File: src/common/sort_pkg.sv
package sort_pkg;

   // defaults picked up by sort_top
   localparam int default_nelems    = 5;
   localparam int default_word_size = 11;

   // headroom on the running sums so that nelems words never overflow
   localparam int sum_guard_bits = 6;

   // core control states
   typedef enum logic [1:0]
   {
      IDLE    = 2'd0,   // accepting element writes
      LOADED  = 2'd1,   // last element written, waiting on start
      SORTING = 2'd2,   // one bubble pass per clock
      DONE    = 2'd3    // sorted, unloader owns the array
   } core_state_e;

   // width of an element index
   function automatic int idx_width(int n);
      return (n > 1) ? $clog2(n) : 1;
   endfunction

   // width of the input and output checksums
   function automatic int sum_width(int ws);
      return ws + sum_guard_bits;
   endfunction

endpackage

File: src/common/sort_load_if.sv
interface sort_load_if #(
   parameter int nelems    = 5,
   parameter int word_size = 11
);

   localparam int idx_w = sort_pkg::idx_width(nelems);

   logic                 wr_en;   // one-cycle element write
   logic [idx_w-1:0]     wr_idx;
   logic [word_size-1:0] wr_data;
   logic                 start;   // pulse, one cycle after the last write
   logic                 busy;    // level, core owns the array

   modport loader
   (
      output wr_en,
      output wr_idx,
      output wr_data,
      output start,
      input  busy
   );

   modport core
   (
      input  wr_en,
      input  wr_idx,
      input  wr_data,
      input  start,
      output busy
   );

endinterface

File: src/common/sort_read_if.sv
interface sort_read_if #(
   parameter int nelems    = 5,
   parameter int word_size = 11
);

   localparam int idx_w = sort_pkg::idx_width(nelems);

   logic                 done;         // level while the core sits in DONE
   logic [idx_w-1:0]     rd_idx;
   logic [word_size-1:0] rd_data;      // combinational read of the array
   logic                 blk_release;  // hands the array back to the core

   modport core
   (
      output done,
      input  rd_idx,
      output rd_data,
      input  blk_release
   );

   modport unloader
   (
      input  done,
      output rd_idx,
      input  rd_data,
      output blk_release
   );

endinterface

File: src/hw/sort_engine/sort_core.sv
module sort_core #(
   parameter int nelems    = 5,
   parameter int word_size = 11
)
(
   input  logic        clk,
   input  logic        rst_n,
   sort_load_if.core   ld,
   sort_read_if.core   rd
);

   localparam int idx_w = sort_pkg::idx_width(nelems);
   localparam logic [idx_w-1:0] last_idx = idx_w'(nelems - 1);

   sort_pkg::core_state_e state;
   sort_pkg::core_state_e state_nxt;

   logic [word_size-1:0] arr      [nelems];
   logic [word_size-1:0] pass_arr [nelems];
   logic [word_size-1:0] pass_tmp;
   logic                 swapped;

   // one full sequential bubble pass, later pairs see earlier swaps
   always_comb
   begin
      pass_arr = arr;
      swapped  = 1'b0;
      pass_tmp = '0;
      for (int i = 0; i < nelems - 1; i++)
      begin
         if (pass_arr[i] > pass_arr[i+1])
         begin
            pass_tmp      = pass_arr[i];
            pass_arr[i]   = pass_arr[i+1];
            pass_arr[i+1] = pass_tmp;
            swapped       = 1'b1;
         end
      end
   end

   always_comb
   begin
      state_nxt = state;
      case (state)
         sort_pkg::IDLE:
         begin
            if (ld.wr_en && ld.wr_idx == last_idx)
            begin
               state_nxt = sort_pkg::LOADED;
            end
         end
         sort_pkg::LOADED:
         begin
            if (ld.start)
            begin
               state_nxt = sort_pkg::SORTING;
            end
         end
         sort_pkg::SORTING:
         begin
            if (!swapped) // clean pass, array is in order
            begin
               state_nxt = sort_pkg::DONE;
            end
         end
         sort_pkg::DONE:
         begin
            if (rd.blk_release)
            begin
               state_nxt = sort_pkg::IDLE;
            end
         end
         default:
         begin
            state_nxt = sort_pkg::IDLE;
         end
      endcase
   end

   always_ff @(posedge clk or negedge rst_n)
   begin
      if (!rst_n)
      begin
         state <= sort_pkg::IDLE;
      end
      else
      begin
         state <= state_nxt;
      end
   end

   // element storage
   always_ff @(posedge clk)
   begin
      if (state == sort_pkg::IDLE && ld.wr_en)
      begin
         arr[ld.wr_idx] <= ld.wr_data;
      end
      else if (state == sort_pkg::SORTING)
      begin
         arr <= pass_arr;
      end
   end

   assign ld.busy    = (state != sort_pkg::IDLE);
   assign rd.done    = (state == sort_pkg::DONE);
   assign rd.rd_data = arr[rd.rd_idx];

endmodule

File: src/hw/sort_engine/sort_loader.sv
module sort_loader #(
   parameter int nelems    = 5,
   parameter int word_size = 11
)
(
   input  logic                 clk,
   input  logic                 rst_n,
   input  logic                 in_valid,
   input  logic [word_size-1:0] in_data,
   output logic [word_size+sort_pkg::sum_guard_bits-1:0] in_sum,
   sort_load_if.loader          ld
);

   localparam int sum_w = sort_pkg::sum_width(word_size);
   localparam int idx_w = sort_pkg::idx_width(nelems);
   localparam logic [idx_w-1:0] last_idx = idx_w'(nelems - 1);

   logic [idx_w-1:0] cnt;
   logic [sum_w-1:0] acc;
   logic             take;
   logic             take_last;

   // words seen while the core is busy are simply dropped
   assign take      = in_valid && !ld.busy;
   assign take_last = take && (cnt == last_idx);

   // each accepted word goes straight into the core at the current index
   assign ld.wr_en   = take;
   assign ld.wr_idx  = cnt;
   assign ld.wr_data = in_data;

   always_ff @(posedge clk or negedge rst_n)
   begin
      if (!rst_n)
      begin
         cnt      <= '0;
         acc      <= '0;
         ld.start <= 1'b0;
      end
      else
      begin
         ld.start <= take_last;
         if (take_last)
         begin
            // block complete, count restarts for the next one
            cnt <= '0;
            acc <= '0;
         end
         else if (take)
         begin
            cnt <= cnt + 1'b1;
            acc <= acc + sum_w'(in_data);
         end
      end
   end

   // frozen at the last word, held until the next block completes
   always_ff @(posedge clk or negedge rst_n)
   begin
      if (!rst_n)
      begin
         in_sum <= '0;
      end
      else if (take_last)
      begin
         in_sum <= acc + sum_w'(in_data);
      end
   end

endmodule

File: src/hw/sort_engine/sort_unloader.sv
module sort_unloader #(
   parameter int nelems    = 5,
   parameter int word_size = 11
)
(
   input  logic                 clk,
   input  logic                 rst_n,
   input  logic [word_size+sort_pkg::sum_guard_bits-1:0] in_sum,
   sort_read_if.unloader        rd,
   output logic                 out_valid,
   output logic [word_size-1:0] out_data,
   output logic                 out_last,
   output logic                 sum_error
);

   localparam int sum_w = sort_pkg::sum_width(word_size);
   localparam int idx_w = sort_pkg::idx_width(nelems);
   localparam logic [idx_w-1:0] last_idx = idx_w'(nelems - 1);

   logic             done_q;
   logic             reading;
   logic [idx_w-1:0] idx;
   logic [sum_w-1:0] out_sum;
   logic             rel;

   always_ff @(posedge clk or negedge rst_n)
   begin
      if (!rst_n)
      begin
         done_q    <= 1'b0;
         reading   <= 1'b0;
         idx       <= '0;
         out_sum   <= '0;
         out_valid <= 1'b0;
         out_last  <= 1'b0;
         sum_error <= 1'b0;
         rel       <= 1'b0;
      end
      else
      begin
         done_q    <= rd.done;
         out_valid <= reading;
         out_last  <= reading && (idx == last_idx);
         rel       <= out_last;
         if (rd.done && !done_q)
         begin
            // first read lands one cycle after done rises
            reading <= 1'b1;
            idx     <= '0;
            out_sum <= '0;
         end
         else if (reading)
         begin
            out_sum <= out_sum + sum_w'(rd.rd_data);
            if (idx == last_idx)
            begin
               reading <= 1'b0;
               idx     <= '0;
            end
            else
            begin
               idx <= idx + 1'b1;
            end
         end
         if (out_last)
         begin
            sum_error <= sum_error | (out_sum != in_sum); // sticky
         end
      end
   end

   always_ff @(posedge clk)
   begin
      if (reading)
      begin
         out_data <= rd.rd_data;
      end
   end

   assign rd.rd_idx      = idx;
   assign rd.blk_release = rel;

endmodule

File: src/hw/sort_top.sv
module sort_top #(
   parameter int nelems    = sort_pkg::default_nelems,
   parameter int word_size = sort_pkg::default_word_size
)
(
   input  logic                 clk,
   input  logic                 rst_n,
   input  logic                 in_valid,
   input  logic [word_size-1:0] in_data,
   output logic                 busy,
   output logic                 out_valid,
   output logic [word_size-1:0] out_data,
   output logic                 out_last,
   output logic                 sum_error
);

   localparam int sum_w = sort_pkg::sum_width(word_size);

   logic [sum_w-1:0] in_sum;   // loader to unloader checksum

   sort_load_if #(.nelems(nelems), .word_size(word_size)) ld_if ();
   sort_read_if #(.nelems(nelems), .word_size(word_size)) rd_if ();

   sort_loader #(
      .nelems    (nelems),
      .word_size (word_size)
   ) u_loader (
      .clk      (clk),
      .rst_n    (rst_n),
      .in_valid (in_valid),
      .in_data  (in_data),
      .in_sum   (in_sum),
      .ld       (ld_if.loader)
   );

   sort_core #(
      .nelems    (nelems),
      .word_size (word_size)
   ) u_core (
      .clk   (clk),
      .rst_n (rst_n),
      .ld    (ld_if.core),
      .rd    (rd_if.core)
   );

   sort_unloader #(
      .nelems    (nelems),
      .word_size (word_size)
   ) u_unloader (
      .clk       (clk),
      .rst_n     (rst_n),
      .in_sum    (in_sum),
      .rd        (rd_if.unloader),
      .out_valid (out_valid),
      .out_data  (out_data),
      .out_last  (out_last),
      .sum_error (sum_error)
   );

   assign busy = ld_if.busy;

endmodule
File: config.mk
export PLATFORM = sky130hd
export DESIGN_NAME = sort_top
export DESIGN_NICKNAME = d
export VERILOG_FILES = /design/src/common/sort_pkg.sv /design/src/common/sort_load_if.sv /design/src/common/sort_read_if.sv /design/src/hw/sort_engine/sort_core.sv /design/src/hw/sort_engine/sort_loader.sv /design/src/hw/sort_engine/sort_unloader.sv /design/src/hw/sort_top.sv
export SDC_FILE = /design/constraint.sdc
export NUM_CORES = 1
export LEC_CHECK = 0
export ABC_AREA = 1
export BUFFER_PORTS_ARGS = -buffer_cell sky130_fd_sc_hd__buf_2
export CAP_MARGIN = 20
export CELL_PAD_IN_SITES_DETAIL_PLACEMENT = 1
export CELL_PAD_IN_SITES_GLOBAL_PLACEMENT = 1
export CORE_ASPECT_RATIO = 1.5
export CORE_MARGIN = 3
export CORE_UTILIZATION = 24
export CTS_CLUSTER_DIAMETER = 60
export DETAILED_ROUTE_END_ITERATION = 12
export GPL_TIMING_DRIVEN = 1
export PLACE_DENSITY = 0.47
export SLEW_MARGIN = 15
export SYNTH_ARGS = -nofsm -noshare
export SYNTH_HDL_FRONTEND = slang
export SYNTH_SLANG_ARGS = --single-unit
File: constraint.sdc
create_clock -name clk -period 10.6 [get_ports clk]
set_input_delay 1.59 -clock clk [delete_from_list [all_inputs] [get_ports clk]]
set_output_delay 1.59 -clock clk [all_outputs]
set_load 0.02 [all_outputs]
Word level (Yosys, flattened, before mapping)
Index checks and enable logic that the tools add are counted.
{"block": "totals", "input_bits": 14, "out_inout_bits": 15, "register_bits": 132, "word_cells": 94}
{"block": "op_classes", "addsub": 4, "order_cmp": 7, "muxes": 33, "n_eq_ne": 10, "n_bitwise": 3, "n_reduce_logical": 18}
{"op": "55-bit 2-to-1 mux", "n": 2}
{"op": "22-bit 2-to-1 mux", "n": 4}
{"op": "17-bit 2-to-1 mux", "n": 4}
{"op": "55-bit bitwise mux", "n": 1}
{"op": "11-bit greater-than comparator", "n": 4}
{"op": "17-bit by 11-bit adder with 17-bit output", "n": 2}
{"op": "11-bit binary-select mux with 3-bit select", "n": 1}
{"op": "11-bit demux with 3-bit select", "n": 1}
{"op": "11-bit 2-to-1 mux", "n": 3}
{"op": "17-bit inequality test", "n": 1}
{"op": "3-bit 2-to-1 mux", "n": 5}
{"op": "2-bit nonzero test", "n": 6}
{"op": "4-bit >= comparator (second input constant)", "n": 2}
{"op": "2-bit 2-to-1 mux", "n": 4}
{"op": "2-bit inequality test (second input constant)", "n": 4}
{"op": "3-bit inverter with 4-bit output", "n": 2}
{"op": "2-bit one-hot mux with 4 select lines", "n": 1}
{"op": "1-bit 2-to-1 mux", "n": 7}
{"op": "3-bit by 1-bit adder with 3-bit output (second input constant)", "n": 2}
{"op": "3-bit equality test (second input constant)", "n": 2}
{"op": "1-bit logical AND", "n": 6}
{"op": "2-bit equality test (second input constant)", "n": 2}
{"op": "4-bit by 1-bit < comparator with 1-bit output (second input constant)", "n": 1}
{"op": "2-bit AND reduction", "n": 2}
{"op": "other kinds (5)", "n": 6}

Logic depth before layout (Yosys ltp)
{"block": "logic_depth", "word_depth": 10, "mapped_depth": 50, "mapped_depth_nobuf": 46}

Hierarchy
Synthesis repeated with hierarchy kept, for this count alone.
{"block": "unflattened", "cells_unflattened": 1311, "hier_area_um2": 9963.3}
{"mod": "sort_core", "seq_area_each_um2": 1701.6, "cells_per_inst": 697, "n_inst": 1, "area_per_inst_um2": 5295.1}
{"mod": "sort_loader", "seq_area_each_um2": 950.9, "cells_per_inst": 320, "n_inst": 1, "area_per_inst_um2": 2354.8}
{"mod": "sort_unloader", "seq_area_each_um2": 980.9, "cells_per_inst": 294, "n_inst": 1, "area_per_inst_um2": 2313.5}

Worst setup path before layout
OpenSTA, ideal clock, no wires.
{"block": "synth_path", "path_kind": "register to register", "startpoint": "register u_core.arr[41] (netlist bit)", "endpoint": "register u_core.arr[0] (netlist bit), enable pin", "path_stages_with_launch": 43, "synth_period_minus_slack_ns": 5.905, "required_time_ns": 10.206, "path_slack_ns": 4.695, "n_path_buf": 3, "arrival_ns": 5.511, "setup_ns": 0.394, "cell_sequence": "edfxtp_1 -> inv_1 -> ha_1 -> nand2_1 -> inv_1 -> nand2_2 -> inv_1 -> nand2_1 -> nand3_2 -> nand2_4 -> buf_6 -> nand2_2 -> and2_1 -> ha_1 -> nand2_1 -> nor2_1 -> and2_2 -> nand2_2 -> (+7 left out) -> nand2_1 -> nor2_1 -> nand3_1 -> nand3_2 -> nand2_1 -> inv_1 -> buf_4 -> nand3_2 -> and2_1 -> ha_1 -> nand2_1 -> inv_1 -> nand3_1 -> clkinv_1 -> nand3_1 -> nand3_1 -> nand2_2 -> o21ai_0"}
{"block": "synth_between", "elab_chain_cells": 9}
{"element": "start, declared", "line_no": "sort_core.sv:18", "source": "logic [word_size-1:0] arr [nelems];"}
{"element": "start signal, assigned by index", "line_no": "sort_core.sv:97", "source": "arr[ld.wr_idx] <= ld.wr_data;"}
{"element": "start signal, assigned", "line_no": "sort_core.sv:101", "source": "arr <= pass_arr;"}
{"element": "11-bit greater-than comparator", "line_no": "sort_core.sv:31", "source": "if (pass_arr[i] > pass_arr[i+1])"}
{"element": "22-bit 2-to-1 mux (*)", "line_no": "sort_core.sv:31"}
{"element": "11-bit greater-than comparator", "line_no": "sort_core.sv:31"}
{"element": "22-bit 2-to-1 mux (*)", "line_no": "sort_core.sv:31"}
{"element": "11-bit greater-than comparator", "line_no": "sort_core.sv:31"}
{"element": "22-bit 2-to-1 mux (*)", "line_no": "sort_core.sv:31"}
{"element": "11-bit greater-than comparator (*)", "line_no": "sort_core.sv:31"}
{"element": "2-bit nonzero test (no line) (*)"}
{"element": "2-bit AND reduction (no line) (*)"}
Every way passes the cells marked *; elsewhere a longest branch is shown, timed or not. The select of a mux whose other input is x is not followed.
A chain may end at the register's enable or synchronous reset.

Worst setup path after layout
{"block": "layout_path", "startpoint": "register u_core.arr[35] (netlist bit)", "endpoint": "register u_core.arr[5] (netlist bit), data pin"}
{"block": "layout_between", "elab_chain_cells": 9}
{"element": "11-bit greater-than comparator", "line_no": "sort_core.sv:31"}
{"element": "22-bit 2-to-1 mux (*)", "line_no": "sort_core.sv:31"}
{"element": "11-bit greater-than comparator", "line_no": "sort_core.sv:31"}
{"element": "22-bit 2-to-1 mux (*)", "line_no": "sort_core.sv:31"}
{"element": "11-bit greater-than comparator", "line_no": "sort_core.sv:31"}
{"element": "22-bit 2-to-1 mux (*) (2 in series)", "line_no": "sort_core.sv:31"}
{"element": "55-bit 2-to-1 mux (*)", "line_no": "sort_core.sv:99", "source": "else if (state == sort_pkg::SORTING)"}
{"element": "55-bit 2-to-1 mux (*)", "line_no": "sort_core.sv:95", "source": "if (state == sort_pkg::IDLE && ld.wr_en)"}
Marks and branches as above.

==> flow_summary.ini <==
[run_status]
status = completed

[critical_path]
crit_path_end_kind = flop
cp.arrival_ns = 8.61
r2r_start = u_core.arr[35]
endpoint = u_core.arr[5]
crit_start = u_core.arr[35]
start_kind = flop
r2r_end = u_core.arr[5]
reg2reg_depth = 42
critical_path.max_stage_delay_ns = 0.85
cp_max_fo = 24
path_class = flop to flop
crit_required_ns = 10.80
crit_path_top_delay_cell = inv_1
r2r_setup_slack_ns = 2.19
critPathMostFrequentCell = nand2_1

[final_layout]
fin_util = 0.277
layout-drive-gt1-share = 0.0998
layout_commonest_cell = nand2_1
final_cell_mix = nand2_1 (283), inv_1 (155), nand3_1 (111), o21ai_0 (88), ha_1 (75)
final_nets = 1301
syn2layout_area_growth_pct = 13.6
antenna_cells = 0
num-fill-cells = 4628
seq_area_sq_mm = 0.00363
multi_input_area_sq_mm = 0.00496

[clock_network]
cts_tree = yes
cts_sinks = 132
htreeDepth = 4
ctsLongestPathBuffers = 2
cts-root-buf = clkbuf_16
insertion_delay_ns = 0.46
holdBufCountCts = 0
cts_buffers = 17
post_cts_buffers = 0
clk_pin_slew_ns = 0.07
cts-resized-gates = 0

[global_route]
grt_max_degree = 67
overflow = 0
antenna_found_initial = 0
grt_pass1_vias = 8743
track_usage = 0.173
grt_pass1_wl_mm = 54.1

[timing]
min_period_over_period = 0.793
setup_tns_ns = 0
period_needed_ns = 8.41
setup_slack_ns = 2.19
grt_setup_unrepaired = false
setup_viol = 0
worst_pin_slew_ns = 1.03
finalClockSkew_ns = 0.0212
final-hold-violation-count = 0
relSlewSlack = 0.308
fmax_mhz = 119
drv_slew = 0

[die]
placementRows = 88
initial_core_util = 0.244
die-area_sq_mm = 0.0417
die_y_um = 249
io_pins = 29
coreArea_sq_mm = 0.0386
die_width_um = 168

[placed_design]
gp_congestion = 0.856
hpwl_mm = 28.6
io_buffers = 28
place_ws_ns = 2.09

[synth]
mappedNetlistNets = 1281
synth_top_area_share = 0.210
avgSynthCellArea_sq_um = 7.92
ys_types = 51
syn_inst = 1190
synth_area_sq_mm = 0.00943
synth_enable_flop_cells = 66
async_reset_ff_frac = 0.500
yosysTopAreaCell = edfxtp_1
synth_warnings = 0
synth_ff_type = edfxtp_1
ys_seq_area_frac = 0.386
synth_area_leaders = edfxtp_1 (21%), dfrtp_1 (18%), nand2_1 (11%)
ys_seq_elements = 132

[detailed_routing]
detail_route.vias_per_cell = 4.77
avgRoutedWirePerCell_um = 20.7
drc_errors = 0
drtIter0Drc = 364
via_count = 8191
drtPass1Iterations = 4
ant_nets = 0
drt-total-wl_mm = 35.6

[flow_run]
drv_cap = 0

[hold_path]
hold_class = flop to flop
min_path_cells = 0
[metrics by stage]
stage          hold WS (ns)  cells  cell area [sq um]
4_1_cts               0.473   1718              10700
6_report              0.462   1718              10700
2_1_floorplan         0.453   1190               9430
3_3_place_gp          0.455   1686              10000
5_1_grt               0.491   1718              10700
3_5_place_dp          0.448   1686              10000
[how the worst min path moves through the flow]
| stage | startpoint | endpoint | slack [ns] |
|---|---|---|---|
| 3_5_place_dp | u_unloader.out_last | u_unloader.rd.blk_release | 0.45 |
| 3_3_place_gp | u_unloader.out_last | u_unloader.rd.blk_release | 0.45 |
| 2_1_floorplan | u_loader.acc[10] | u_loader.acc[10] | 0.45 |
| 4_1_cts | u_unloader.out_last | u_unloader.rd.blk_release | 0.47 |
| 5_1_grt | u_unloader.out_last | u_unloader.rd.blk_release | 0.49 |
| 6_report | u_unloader.out_last | u_unloader.rd.blk_release | 0.46 |
[worst max-delay path: cells and delay by family, from the launching register on]
family	cells	cell delay, ns
DFF	1	0.38
buffers and inverters	8	1.84
adders and majority gates	4	1.22
AOI/OAI and AO/OA	4	0.56
and+or+nand+nor	26	4.11
[routing by layer]
layer	vias up	wire (um)	global-route usage
li1	4034	-	-
met1	3999	13800	0.186
met2	102	19300	0.327
met3	56	728	0.0224
met4	0	1710	0.0877
met5	-	0	0
[state kept, by name (all words and copies together) (netlist names)]
signal and count:
u_unloader.out_last 1, u_unloader.reading 1, u_unloader.out_data 11, u_core.state 2
u_core.arr 55, u_unloader.rd.rd_idx 3, u_loader.acc 17, u_unloader.rd.blk_release 1
u_loader.in_sum 17, u_unloader.done_q 1, u_loader.ld.wr_idx 3, u_unloader.sum_error 1
u_unloader.out_sum 17, u_unloader.out_valid 1, u_loader.ld.start 1
[final cells by class]
cell class	count	area share
Sequential cell	132	0.339
Multi-Input combinational cell	858	0.464
Inverter	164	0.0578
Timing Repair Buffer	37	0.0196
Clock inverter	10	0.0120
Tap cell	495	0.0579
Clock buffer	22	0.0495
[cells by family after synthesis]
| logic type | Yosys count | share of synthesized area |
|---|---|---|
| XOR/XNOR | 20 | 0.0186 |
| flip-flops | 132 | 0.386 |
| buffers and inverters | 200 | 0.0879 |
| AND/OR/NAND/NOR | 542 | 0.269 |
| adder cells (fa/ha/maj) | 77 | 0.104 |
| AO/OA/AOI/OAI | 219 | 0.135 |
[synthesized netlist by cell type (all sizes together) (3+ instances only)]
library cell / instances
o22ai: 25
nand3b: 4
xnor2: 5
a21oi: 70
dfrtp: 66
ha: 75
buf: 21
or2: 4
o32ai: 11
nand3: 134
o31ai: 4
xor2: 15
o21ai: 96
nor2: 63
nand4: 12
nor3: 8
o21a: 3
and2: 20
edfxtp: 66
clkbuf: 15
a21o: 4
inv: 159
clkinv: 5
nand2: 293
Power is not shown: default switching activity piles up to over one toggle a cycle in this logic, so the estimate is an artifact.
